$ cat src/rtl/mmu_cfg_pkg.sv
/*
 * MMU configuration: page number and ASID widths,
 * privilege mode and access type encodings
 */
package mmu_cfg_pkg;

  // ==================================================
  // Widths
  // ==================================================
  localparam int VPN_W  = 20;
  localparam int PPN_W  = 22;
  localparam int ASID_W = 9;

  // ==================================================
  // Encodings
  // ==================================================
  typedef enum logic [1:0] {
    PRIV_U = 2'b00,
    PRIV_S = 2'b01,
    PRIV_M = 2'b11
  } priv_mode_e;

  typedef enum logic [1:0] {
    ACC_FETCH = 2'b00,
    ACC_LOAD  = 2'b01,
    ACC_STORE = 2'b10
  } acc_type_e;

endpackage

$ cat src/rtl/mmu_xlat_pkg.sv
/*
 * Translation traffic: requester request and response,
 * refill request and response, joint TLB write port,
 * page flags and the refill FSM states
 */
package mmu_xlat_pkg;
  import mmu_cfg_pkg::*;

  // Page flags as held in both TLB levels
  typedef struct packed {
    logic v;
    logic r;
    logic w;
    logic x;
    logic u;
  } pte_flg_t;

  // Requester side
  typedef struct packed {
    logic [VPN_W-1:0] vpn;
    priv_mode_e       priv;
    logic             store;
  } xlat_req_t;

  typedef struct packed {
    logic             pa_vld;
    logic [PPN_W-1:0] ppn;
    logic             page_fault;
  } xlat_rsp_t;

  // Micro-TLB to joint TLB
  typedef struct packed {
    logic [VPN_W-1:0]  vpn;
    logic [ASID_W-1:0] asid;
  } ref_req_t;

  typedef struct packed {
    logic              cmplt;
    logic              hit;
    logic [PPN_W-1:0]  ppn;
    logic [ASID_W-1:0] asid;
    logic              g;
    pte_flg_t          flg;
  } ref_rsp_t;

  // Software load of the joint TLB
  typedef struct packed {
    logic              wen;
    logic [VPN_W-1:0]  vpn;
    logic [PPN_W-1:0]  ppn;
    logic [ASID_W-1:0] asid;
    logic              g;
    pte_flg_t          flg;
  } jtlb_wr_t;

  typedef enum logic [1:0] {
    RF_IDLE = 2'b00,
    RF_REQ  = 2'b01,
    RF_WAIT = 2'b10
  } refill_st_e;

endpackage

$ cat src/rtl/mmu_utlb.sv
/*
 * Micro-TLB: fully associative entries, permission check,
 * refill FSM toward the joint TLB, miss pulse
 */
`timescale 1ns/1ps

module mmu_utlb #(
  parameter int UTLB_ENTRIES = 4,
  parameter bit FETCH_SIDE   = 1'b0
) (
  input  logic                           forever_cpuclk,
  input  logic                           rst_n,
  input  logic                           va_vld,
  input  mmu_xlat_pkg::xlat_req_t        xreq,
  input  logic                           abort,
  input  logic                           mmu_en,
  input  logic [mmu_cfg_pkg::ASID_W-1:0] cur_asid,
  input  logic                           tlb_clr,
  input  logic                           grant,
  input  mmu_xlat_pkg::ref_rsp_t         ref_rsp,
  output mmu_xlat_pkg::xlat_rsp_t        xrsp,
  output logic                           ref_req_vld,
  output mmu_xlat_pkg::ref_req_t         ref_req,
  output logic                           utlb_miss
);
  import mmu_cfg_pkg::*;
  import mmu_xlat_pkg::*;

  localparam int IDX_W = (UTLB_ENTRIES > 1) ? $clog2(UTLB_ENTRIES) : 1;

  typedef struct packed {
    logic [VPN_W-1:0]  vpn;
    logic [PPN_W-1:0]  ppn;
    logic [ASID_W-1:0] asid;
    logic              g;
    pte_flg_t          flg;
  } utlb_ent_t;

  utlb_ent_t               ent [UTLB_ENTRIES];
  logic [UTLB_ENTRIES-1:0] ent_vld;
  logic [IDX_W-1:0]        rr_ptr;

  refill_st_e       ref_st;
  logic [VPN_W-1:0] ref_vpn;
  logic             abort_q;

  logic             rsp_vld;
  logic [PPN_W-1:0] rsp_ppn;
  logic             rsp_pf;

  acc_type_e acc;
  logic      bypass;
  logic      lkup_hit;
  utlb_ent_t lkup_ent;
  logic      req_new;
  logic      miss_det;
  logic      ref_done;
  logic      fill_ok;

  // R/W/X by access type, U bit by privilege
  function automatic logic perm_ok(pte_flg_t flg, priv_mode_e priv, acc_type_e at);
    logic rwx_ok;
    case (at)
      ACC_FETCH: rwx_ok = flg.x;
      ACC_LOAD:  rwx_ok = flg.r;
      default:   rwx_ok = flg.w;
    endcase
    return rwx_ok && ((priv == PRIV_U) ? flg.u : !flg.u);
  endfunction

  // ==================================================
  // Lookup
  // ==================================================
  always_comb begin
    if (FETCH_SIDE)
      acc = ACC_FETCH;
    else if (xreq.store)
      acc = ACC_STORE;
    else
      acc = ACC_LOAD;
  end

  assign bypass = !mmu_en || (xreq.priv == PRIV_M);

  // Held request is not taken again while its answer is out
  assign req_new  = va_vld && !abort && !rsp_vld && (ref_st == RF_IDLE);
  assign miss_det = req_new && !bypass && !lkup_hit;
  assign ref_done = (ref_st == RF_WAIT) && ref_rsp.cmplt;
  assign fill_ok  = ref_rsp.hit && ref_rsp.flg.v;

  always_comb begin
    lkup_hit = 1'b0;
    lkup_ent = '0;
    for (int i = 0; i < UTLB_ENTRIES; i++) begin
      if (!lkup_hit && ent_vld[i] && (ent[i].vpn == xreq.vpn) &&
          (ent[i].g || (ent[i].asid == cur_asid))) begin
        lkup_hit = 1'b1;
        lkup_ent = ent[i];
      end
    end
  end

  // ==================================================
  // Refill FSM
  // ==================================================
  always_ff @(posedge forever_cpuclk or negedge rst_n) begin
    if (!rst_n) begin
      ref_st    <= RF_IDLE;
      abort_q   <= 1'b0;
      utlb_miss <= 1'b0;
    end else begin
      utlb_miss <= miss_det;
      case (ref_st)
        RF_IDLE: begin
          if (miss_det) begin
            ref_st  <= RF_REQ;
            abort_q <= 1'b0;
          end
        end
        RF_REQ:  if (grant) ref_st <= RF_WAIT;
        RF_WAIT: if (ref_rsp.cmplt) ref_st <= RF_IDLE;
        default: ref_st <= RF_IDLE;
      endcase
      // Withdrawn request still finishes its refill
      if ((ref_st != RF_IDLE) && abort)
        abort_q <= 1'b1;
    end
  end

  always_ff @(posedge forever_cpuclk) begin
    if (miss_det)
      ref_vpn <= xreq.vpn;
  end

  assign ref_req_vld  = (ref_st == RF_REQ);
  assign ref_req.vpn  = ref_vpn;
  assign ref_req.asid = cur_asid;

  // ==================================================
  // Entries filled round robin
  // ==================================================
  always_ff @(posedge forever_cpuclk or negedge rst_n) begin
    if (!rst_n) begin
      ent_vld <= '0;
      rr_ptr  <= '0;
    end else if (tlb_clr) begin
      ent_vld <= '0;
    end else if (ref_done && fill_ok) begin
      ent_vld[rr_ptr] <= 1'b1;
      rr_ptr <= (rr_ptr == IDX_W'(UTLB_ENTRIES - 1)) ? '0 : rr_ptr + 1'b1;
    end
  end

  always_ff @(posedge forever_cpuclk) begin
    if (ref_done && fill_ok)
      ent[rr_ptr] <= '{vpn: ref_vpn, ppn: ref_rsp.ppn, asid: ref_rsp.asid,
                       g: ref_rsp.g, flg: ref_rsp.flg};
  end

  // ==================================================
  // Response
  // ==================================================
  always_ff @(posedge forever_cpuclk or negedge rst_n) begin
    if (!rst_n)
      rsp_vld <= 1'b0;
    else
      rsp_vld <= (req_new && (bypass || lkup_hit)) || (ref_done && !abort_q && !abort);
  end

  always_ff @(posedge forever_cpuclk) begin
    if (req_new && bypass) begin
      rsp_ppn <= PPN_W'(xreq.vpn);
      rsp_pf  <= 1'b0;
    end else if (req_new && lkup_hit) begin
      rsp_ppn <= lkup_ent.ppn;
      rsp_pf  <= !perm_ok(lkup_ent.flg, xreq.priv, acc);
    end else if (ref_done) begin
      rsp_ppn <= ref_rsp.ppn;
      rsp_pf  <= !(fill_ok && perm_ok(ref_rsp.flg, xreq.priv, acc));
    end
  end

  assign xrsp.pa_vld     = rsp_vld;
  assign xrsp.ppn        = rsp_ppn;
  assign xrsp.page_fault = rsp_pf;

  // Arbiter grants only a pending refill
  a_grant_in_req: assert property (@(posedge forever_cpuclk) disable iff (!rst_n)
    grant |-> (ref_st == RF_REQ));

  // Answer only for a request still held
  a_pavld_live: assert property (@(posedge forever_cpuclk) disable iff (!rst_n)
    rsp_vld |-> $past(va_vld && !abort));

  // Completion is routed only to the owner
  a_cmplt_in_wait: assert property (@(posedge forever_cpuclk) disable iff (!rst_n)
    ref_rsp.cmplt |-> (ref_st == RF_WAIT));

endmodule

$ cat src/rtl/mmu_utlb_arb.sv
/*
 * Fixed-priority arbiter of the two micro-TLBs onto the
 * joint TLB, data side first, one refill at a time
 */
`timescale 1ns/1ps

module mmu_utlb_arb (
  input  logic                   forever_cpuclk,
  input  logic                   rst_n,
  input  logic                   iutlb_req_vld,
  input  mmu_xlat_pkg::ref_req_t iutlb_req,
  input  logic                   dutlb_req_vld,
  input  mmu_xlat_pkg::ref_req_t dutlb_req,
  input  mmu_xlat_pkg::ref_rsp_t jtlb_rsp,
  output logic                   iutlb_grant,
  output logic                   dutlb_grant,
  output logic                   jtlb_lookup,
  output mmu_xlat_pkg::ref_req_t jtlb_req,
  output mmu_xlat_pkg::ref_rsp_t iutlb_rsp,
  output mmu_xlat_pkg::ref_rsp_t dutlb_rsp
);
  import mmu_xlat_pkg::*;

  logic busy;
  // Set when the data side owns the refill
  logic own_d;

  assign dutlb_grant = !busy && dutlb_req_vld;
  assign iutlb_grant = !busy && iutlb_req_vld && !dutlb_req_vld;
  assign jtlb_lookup = dutlb_grant || iutlb_grant;
  assign jtlb_req    = dutlb_grant ? dutlb_req : iutlb_req;

  always_ff @(posedge forever_cpuclk or negedge rst_n) begin
    if (!rst_n) begin
      busy  <= 1'b0;
      own_d <= 1'b0;
    end else if (jtlb_lookup) begin
      busy  <= 1'b1;
      own_d <= dutlb_grant;
    end else if (jtlb_rsp.cmplt) begin
      busy  <= 1'b0;
    end
  end

  // Payload goes to both sides, completion to the owner only
  always_comb begin
    iutlb_rsp       = jtlb_rsp;
    dutlb_rsp       = jtlb_rsp;
    iutlb_rsp.cmplt = jtlb_rsp.cmplt && busy && !own_d;
    dutlb_rsp.cmplt = jtlb_rsp.cmplt && busy && own_d;
  end

  // Joint TLB answers two cycles after the lookup
  a_cmplt_timing: assert property (@(posedge forever_cpuclk) disable iff (!rst_n)
    jtlb_rsp.cmplt |-> $past(jtlb_lookup, 2));

  a_no_idle_cmplt: assert property (@(posedge forever_cpuclk) disable iff (!rst_n)
    jtlb_rsp.cmplt |-> busy);

endmodule

$ cat src/rtl/mmu_jtlb.sv
/*
 * Joint TLB: direct-mapped table loaded by software,
 * two-cycle lookup pipeline
 */
`timescale 1ns/1ps

module mmu_jtlb #(
  parameter int JTLB_ENTRIES = 16
) (
  input  logic                   forever_cpuclk,
  input  logic                   rst_n,
  input  mmu_xlat_pkg::jtlb_wr_t wr,
  input  logic                   lookup,
  input  mmu_xlat_pkg::ref_req_t req,
  output mmu_xlat_pkg::ref_rsp_t rsp
);
  import mmu_cfg_pkg::*;
  import mmu_xlat_pkg::*;

  localparam int IDX_W = $clog2(JTLB_ENTRIES);
  localparam int TAG_W = VPN_W - IDX_W;

  typedef struct packed {
    logic [TAG_W-1:0]  tag;
    logic [PPN_W-1:0]  ppn;
    logic [ASID_W-1:0] asid;
    logic              g;
    pte_flg_t          flg;
  } jtlb_ent_t;

  jtlb_ent_t               ent [JTLB_ENTRIES];
  logic [JTLB_ENTRIES-1:0] ent_vld;
  logic [IDX_W-1:0]        wr_idx;

  // Stage one holds the request
  logic             s1_vld;
  ref_req_t         s1_req;
  logic [IDX_W-1:0] s1_idx;
  jtlb_ent_t        s1_ent;
  logic             s1_hit;

  // Stage two holds the result
  logic              rsp_cmplt;
  logic              rsp_hit;
  logic [PPN_W-1:0]  rsp_ppn;
  logic [ASID_W-1:0] rsp_asid;
  logic              rsp_g;
  pte_flg_t          rsp_flg;

  assign wr_idx = wr.vpn[IDX_W-1:0];
  assign s1_idx = s1_req.vpn[IDX_W-1:0];
  assign s1_ent = ent[s1_idx];
  assign s1_hit = ent_vld[s1_idx] && (s1_ent.tag == s1_req.vpn[VPN_W-1:IDX_W]) &&
                  (s1_ent.g || (s1_ent.asid == s1_req.asid));

  always_ff @(posedge forever_cpuclk or negedge rst_n) begin
    if (!rst_n) begin
      ent_vld   <= '0;
      s1_vld    <= 1'b0;
      rsp_cmplt <= 1'b0;
    end else begin
      s1_vld    <= lookup;
      rsp_cmplt <= s1_vld;
      if (wr.wen)
        ent_vld[wr_idx] <= 1'b1;
    end
  end

  always_ff @(posedge forever_cpuclk) begin
    if (wr.wen)
      ent[wr_idx] <= '{tag: wr.vpn[VPN_W-1:IDX_W], ppn: wr.ppn, asid: wr.asid,
                       g: wr.g, flg: wr.flg};
    if (lookup)
      s1_req <= req;
    if (s1_vld) begin
      rsp_hit  <= s1_hit;
      rsp_ppn  <= s1_ent.ppn;
      rsp_asid <= s1_ent.asid;
      rsp_g    <= s1_ent.g;
      rsp_flg  <= s1_ent.flg;
    end
  end

  assign rsp = '{cmplt: rsp_cmplt, hit: rsp_hit, ppn: rsp_ppn, asid: rsp_asid,
                 g: rsp_g, flg: rsp_flg};

endmodule

$ cat src/rtl/mmu_utlb_top.sv
/*
 * Micro-TLB layer: instruction and data micro-TLBs,
 * refill arbiter and joint TLB
 */
`timescale 1ns/1ps

module mmu_utlb_top #(
  parameter int UTLB_ENTRIES = 4,
  parameter int JTLB_ENTRIES = 16
) (
  input  logic                           forever_cpuclk,
  input  logic                           rst_n,
  input  logic                           ifu_va_vld,
  input  mmu_xlat_pkg::xlat_req_t        ifu_req,
  input  logic                           ifu_abort,
  input  logic                           lsu_va_vld,
  input  mmu_xlat_pkg::xlat_req_t        lsu_req,
  input  logic                           lsu_abort,
  input  logic                           mmu_en,
  input  logic [mmu_cfg_pkg::ASID_W-1:0] cur_asid,
  input  logic                           tlb_clr,
  input  mmu_xlat_pkg::jtlb_wr_t         jtlb_wr,
  output mmu_xlat_pkg::xlat_rsp_t        ifu_rsp,
  output mmu_xlat_pkg::xlat_rsp_t        lsu_rsp,
  output logic                           iutlb_miss,
  output logic                           dutlb_miss
);
  import mmu_xlat_pkg::*;

  logic     iutlb_req_vld;
  logic     dutlb_req_vld;
  logic     iutlb_grant;
  logic     dutlb_grant;
  logic     jtlb_lookup;
  ref_req_t iutlb_req;
  ref_req_t dutlb_req;
  ref_req_t jtlb_req;
  ref_rsp_t iutlb_rsp;
  ref_rsp_t dutlb_rsp;
  ref_rsp_t jtlb_rsp;

  // ==================================================
  // Micro-TLBs
  // ==================================================
  mmu_utlb #(.UTLB_ENTRIES(UTLB_ENTRIES), .FETCH_SIDE(1'b1)) u_iutlb (
    .forever_cpuclk (forever_cpuclk),
    .rst_n          (rst_n),
    .va_vld         (ifu_va_vld),
    .xreq           (ifu_req),
    .abort          (ifu_abort),
    .mmu_en         (mmu_en),
    .cur_asid       (cur_asid),
    .tlb_clr        (tlb_clr),
    .grant          (iutlb_grant),
    .ref_rsp        (iutlb_rsp),
    .xrsp           (ifu_rsp),
    .ref_req_vld    (iutlb_req_vld),
    .ref_req        (iutlb_req),
    .utlb_miss      (iutlb_miss)
  );

  mmu_utlb #(.UTLB_ENTRIES(UTLB_ENTRIES), .FETCH_SIDE(1'b0)) u_dutlb (
    .forever_cpuclk (forever_cpuclk),
    .rst_n          (rst_n),
    .va_vld         (lsu_va_vld),
    .xreq           (lsu_req),
    .abort          (lsu_abort),
    .mmu_en         (mmu_en),
    .cur_asid       (cur_asid),
    .tlb_clr        (tlb_clr),
    .grant          (dutlb_grant),
    .ref_rsp        (dutlb_rsp),
    .xrsp           (lsu_rsp),
    .ref_req_vld    (dutlb_req_vld),
    .ref_req        (dutlb_req),
    .utlb_miss      (dutlb_miss)
  );

  // ==================================================
  // Shared refill path
  // ==================================================
  mmu_utlb_arb u_arb (
    .forever_cpuclk (forever_cpuclk),
    .rst_n          (rst_n),
    .iutlb_req_vld  (iutlb_req_vld),
    .iutlb_req      (iutlb_req),
    .dutlb_req_vld  (dutlb_req_vld),
    .dutlb_req      (dutlb_req),
    .jtlb_rsp       (jtlb_rsp),
    .iutlb_grant    (iutlb_grant),
    .dutlb_grant    (dutlb_grant),
    .jtlb_lookup    (jtlb_lookup),
    .jtlb_req       (jtlb_req),
    .iutlb_rsp      (iutlb_rsp),
    .dutlb_rsp      (dutlb_rsp)
  );

  mmu_jtlb #(.JTLB_ENTRIES(JTLB_ENTRIES)) u_jtlb (
    .forever_cpuclk (forever_cpuclk),
    .rst_n          (rst_n),
    .wr             (jtlb_wr),
    .lookup         (jtlb_lookup),
    .req            (jtlb_req),
    .rsp            (jtlb_rsp)
  );

endmodule

$ cat config.mk
export PLATFORM = sky130hd
export DESIGN_NAME = mmu_utlb_top
export DESIGN_NICKNAME = d
export VERILOG_FILES = /design/src/rtl/mmu_cfg_pkg.sv /design/src/rtl/mmu_xlat_pkg.sv /design/src/rtl/mmu_utlb.sv /design/src/rtl/mmu_utlb_arb.sv /design/src/rtl/mmu_jtlb.sv /design/src/rtl/mmu_utlb_top.sv
export SDC_FILE = /design/constraint.sdc
export NUM_CORES = 1
export LEC_CHECK = 0
export ABC_CLOCK_PERIOD_IN_PS = 3600
export BUFFER_PORTS_ARGS = -buffer_cell sky130_fd_sc_hd__buf_2
export CAP_MARGIN = 20
export CORE_MARGIN = 4
export CORE_UTILIZATION = 30
export CTS_BUF_LIST = sky130_fd_sc_hd__clkbuf_8
export DETAILED_ROUTE_END_ITERATION = 7
export GPL_TIMING_DRIVEN = 0
export PLACE_DENSITY = 0.47
export SKIP_LAST_GASP = 1
export SLEW_MARGIN = 0
export SYNTH_ARGS = -nofsm -noshare
export SYNTH_HDL_FRONTEND = slang
export SYNTH_SLANG_ARGS = --single-unit
$ cat constraint.sdc
create_clock -name forever_cpuclk -period 3.6 [get_ports forever_cpuclk]
set_clock_uncertainty 0.2 [all_clocks]
set_input_delay 0.18 -clock forever_cpuclk [delete_from_list [all_inputs] [get_ports forever_cpuclk]]
set_output_delay 0.18 -clock forever_cpuclk [all_outputs]
set_load 0.01 [all_outputs]
==> flow_metrics.tcl <==
set metrics [dict create \
    crit_path_frequent_cell "sky130_fd_sc_hd__nand3_1" \
    core_um2 191000 \
    clkTransAtPathRegs_ps 70 \
    finalHoldViolations 0 \
    fp_rows 160 \
    slew_viol_final 0 \
    rrSetupSlack_ps 60 \
    setup_violations 0 \
    layout-area-overhead-vs-synth_pct 22.4 \
    io_pins 171 \
    cts.sink_count 1483 \
    clock_tree.root_cell "sky130_fd_sc_hd__clkbuf_8" \
    synthCells 2895 \
    routabilityCongestion 0.795 \
    number_of_standard_cells_in_the_final_layout_excluding_fillers 6343 \
    detail-route-antenna-nets 0 \
    die-width_um 447 \
    critPathLaunchType "flop" \
    relSlewSlack_pct 29.0 \
    r2r.worst_path.cells 10 \
    synth_area_um2 57800 \
    io_buffer_count 168 \
    ys_ff_latch 1483 \
    die_height_um 447 \
    dpl-instance-area_um2 63400 \
    vias 30100 \
    synth.lib_cells_used.distinct 69 \
    globalRouteMet1Util_pct 22.6 \
    worst-path-buf-inv 2 \
    whs_ps 129 \
    remaining_global_route_overflow 0 \
    finalSetupTns_ps 0 \
    worst_pin_slew_ps 1070 \
    grt_max_degree 57 \
    initial_utilization_pct 30.3 \
    critical_path.max_stage_delay_ps 460 \
    cellPowerDensity_nw_per_um2 592 \
    postSynth.asyncResetShare_pct 2.83 \
    clock_path_buffers 3 \
    grt_use_total_pct 16.3 \
    grt_pass1_wl_mm 233 \
    gr-max-usage-layer "met2" \
    cp_top_family "simple AND/OR/NAND/NOR gates" \
    crit_fanout 10 \
    rr_startpoint "u_dutlb.ent[3][46]" \
    detailedPlacementHpwl_mm 108 \
    number_of_antenna_violations_at_the_first_check_in_global_routing 35 \
    worst_skew_pair.late_latency_ps 960 \
    drc 0 \
    design.final.nets 3751 \
    power.static_leakage_nw 23.3 \
    globalRouteMet3Util_pct 3.00 \
    run_status "finished clean" \
    layout_common_cells "sky130_fd_sc_hd__edfxtp_1 (1431), sky130_fd_sc_hd__mux4_2 (268), sky130_fd_sc_hd__clkbuf_8 (256), sky130_fd_sc_hd__dlygate4sd3_1 (231), sky130_fd_sc_hd__buf_2 (209)" \
    layout.cells.most_common "sky130_fd_sc_hd__edfxtp_1" \
    ys_seq_area_share_pct 76.6 \
    route.detailed.wl_per_inst_um 25.9 \
    period_needed_ps 3540 \
    cts_made_buffers 238 \
    critical_path_arrival_ps 4060 \
    cts-htree-levels 4 \
    design_area_um2 70700 \
    final.period_utilization_pct 98.2 \
    maximum_ir_drop_on_the_vdd_rail_uv 320 \
    yosys_warnings 0 \
    critical_path_end_type "flop" \
    path_cells "xnor2_1 > nand3_1 > nor4_1 > nand3_1 > nor4b_4 > buf_4 > clkbuf_2 > nand2_1 > o2111a_1 > o21ai_1" \
    die_area_um2 200000 \
    worst_ep_required_time_ps 4120 \
    layout-drive-gt1-share_pct 27.1 \
    tritoncts "done" \
    crit-reg2reg-capture "u_dutlb.rsp_ppn[12]" \
    post_drt_via_cell_ratio 4.74 \
    synth.net_count 3024 \
    detail_route.iter0.violations 2503 \
    grt_use_met2_pct 26.9 \
    postSynth.topFlopCell "sky130_fd_sc_hd__edfxtp_1" \
    grt_pass1_vias 31300 \
    timing.fmax_mhz 283 \
    numPlacedInstances 5645 \
    worst-setup-path-type "flop to flop" \
    synth-edff-count 1431 \
    synth.avg_cell_area_um2 20.0 \
    worst_path_max_delay_cell "sky130_fd_sc_hd__nor4b_4" \
    rsz0062_at_grt "yes" \
    detail_route.wirelength_mm 164 \
    detail_route.first_pass.iterations 6 \
    n_fill_cell 17800 \
    max_cap_violations 0 \
    overall_power_mw 41.8 \
    timing.hold.worst.class "primary input to async pin" \
]
state kept, by name, indices dropped and copies added, names as in the netlist, 5 cells and up, named ones only:
register and cells:
u_dutlb.ent 220, u_jtlb.rsp_asid 9, u_dutlb.ref_vpn 20, u_iutlb.ref_vpn 20, u_iutlb.ent 216, u_jtlb.s1_req 25
u_jtlb.rsp_ppn 22, u_jtlb.rsp 5, u_jtlb.ent 848, u_dutlb.rsp_ppn 22, u_iutlb.rsp_ppn 22, u_jtlb.ent_vld 16
per-stage QoR:
step	setup slack, ps	util (%)
3_5_place_dp	-1150	33.2
5_1_grt	-31.6	37.0
6_report	63.2	37.0
4_1_cts	0.345	37.0
3_3_place_gp	-4080	32.4
2_1_floorplan	-28.6	-
routing by layer:
layer	share of wire, %	routed length, um
met2	49	80000
met3	5.4	8800
met1	44	72600
met5	0.017	28
met4	1.8	3030
Yosys cell counts (4+ instances only):
| master | number | share of area (%) |
|---|---|---|
| sky130_fd_sc_hd__nor3_1 | 20 | 0.17 |
| sky130_fd_sc_hd__inv_1 | 36 | 0.23 |
| sky130_fd_sc_hd__edfxtp_1 | 1431 | 74 |
| sky130_fd_sc_hd__and2_1 | 8 | 0.087 |
| sky130_fd_sc_hd__buf_1 | 17 | 0.11 |
| sky130_fd_sc_hd__nand4_1 | 27 | 0.29 |
| sky130_fd_sc_hd__o2111ai_1 | 20 | 0.30 |
| sky130_fd_sc_hd__o21ai_0 | 37 | 0.32 |
| sky130_fd_sc_hd__nor2_1 | 104 | 0.68 |
| sky130_fd_sc_hd__buf_6 | 10 | 0.19 |
| sky130_fd_sc_hd__nand3_1 | 29 | 0.25 |
| sky130_fd_sc_hd__dfrtp_1 | 42 | 1.8 |
| sky130_fd_sc_hd__o22ai_1 | 4 | 0.043 |
| sky130_fd_sc_hd__buf_4 | 18 | 0.23 |
| sky130_fd_sc_hd__o21ai_1 | 17 | 0.15 |
| sky130_fd_sc_hd__mux2_2 | 31 | 0.60 |
| sky130_fd_sc_hd__mux4_2 | 268 | 10 |
| sky130_fd_sc_hd__nand2b_1 | 12 | 0.13 |
| sky130_fd_sc_hd__clkbuf_1 | 70 | 0.45 |
| sky130_fd_sc_hd__o2111a_1 | 16 | 0.31 |
| sky130_fd_sc_hd__buf_2 | 47 | 0.41 |
| sky130_fd_sc_hd__mux2i_1 | 12 | 0.21 |
| sky130_fd_sc_hd__a41oi_1 | 4 | 0.061 |
| sky130_fd_sc_hd__nor2b_1 | 5 | 0.054 |
| sky130_fd_sc_hd__nor4_2 | 4 | 0.087 |
| sky130_fd_sc_hd__ha_1 | 8 | 0.17 |
| sky130_fd_sc_hd__a31o_1 | 5 | 0.076 |
| sky130_fd_sc_hd__a22o_1 | 19 | 0.29 |
| sky130_fd_sc_hd__and3_1 | 26 | 0.28 |
| sky130_fd_sc_hd__a21o_1 | 4 | 0.052 |
| sky130_fd_sc_hd__a21oi_1 | 25 | 0.22 |
| sky130_fd_sc_hd__nor4_1 | 43 | 0.47 |
| sky130_fd_sc_hd__nand2_1 | 108 | 0.70 |
| sky130_fd_sc_hd__a31oi_1 | 21 | 0.23 |
| sky130_fd_sc_hd__xor2_1 | 163 | 2.5 |
| sky130_fd_sc_hd__or2_2 | 17 | 0.18 |
| sky130_fd_sc_hd__nand3b_1 | 5 | 0.065 |
| sky130_fd_sc_hd__xnor2_1 | 100 | 1.5 |
| sky130_fd_sc_hd__a41o_1 | 4 | 0.069 |
| sky130_fd_sc_hd__dfxtp_1 | 10 | 0.35 |
how the worst max path moves through the flow:
stage | from | to | slack, ps | depth (start not counted)
floorplan | jtlb_wr[40] | u_jtlb.ent[1][0] | -30 | 2
global placement | jtlb_wr[40] | u_jtlb.ent_vld[3] | -4080 | 4
detailed placement | flop | u_jtlb.rsp_ppn[10] | -1150 | 8
CTS | flop | u_jtlb.rsp_ppn[1] | 0.3 | 8
global route | u_arb.busy | u_dutlb.ent[2][20] | -30 | 5
finish | u_dutlb.ent[3][46] | u_dutlb.rsp_ppn[12] | 60 | 10
logic make-up after synthesis:
group           synth area share [%]
compound gates                  2.52
xor+xnor                        3.99
fa+ha+maj                      0.173
buf+inv                         1.67
flops                           76.6
mux                             11.3
simple gates                    3.82
worst min-delay path: stages:
cell and delay (ps):
sky130_fd_sc_hd__dlygate4sd3_1 520, sky130_fd_sc_hd__dlygate4sd3_1 550, sky130_fd_sc_hd__buf_4 140, sky130_fd_sc_hd__buf_16 240
report_power, final:
group	switching (mW)	internal [mW]	leakage (nW)	total, mW
clock	6.86	6.84	2.66	13.7
sequential	0.729	20.0	13.5	20.7
combinational	3.95	3.43	7.17	7.38
total	11.5	30.3	23.3	41.8
final cells by class:
cell class / instances / area (um^2) / area share [%]
Timing Repair inverter: 1 / 7.51 / 0.0106
Antenna cell: 10 / 25.0 / 0.0354
Multi-Input combinational cell: 1214 / 12900 / 18.2
Clock inverter: 185 / 960 / 1.36
Timing Repair Buffer: 484 / 4790 / 6.79
Inverter: 36 / 139 / 0.197
Tap cell: 2511 / 3140 / 4.45
Buffer: 164 / 978 / 1.38
Clock buffer: 255 / 3510 / 4.97
Sequential cell: 1483 / 44200 / 62.6
repair_timing:
item                                    in CTS  in global routing
resized for setup                           98                 31
endpoints found under the setup margin     144                132
hold buffers                               232                  0
cloned                                       3                  1
setup buffers                                7                  6
pin swaps                                    2                 10
hold endpoints to repair                  1532                  0
No activity file was read; power rests on OpenSTA's default activity.
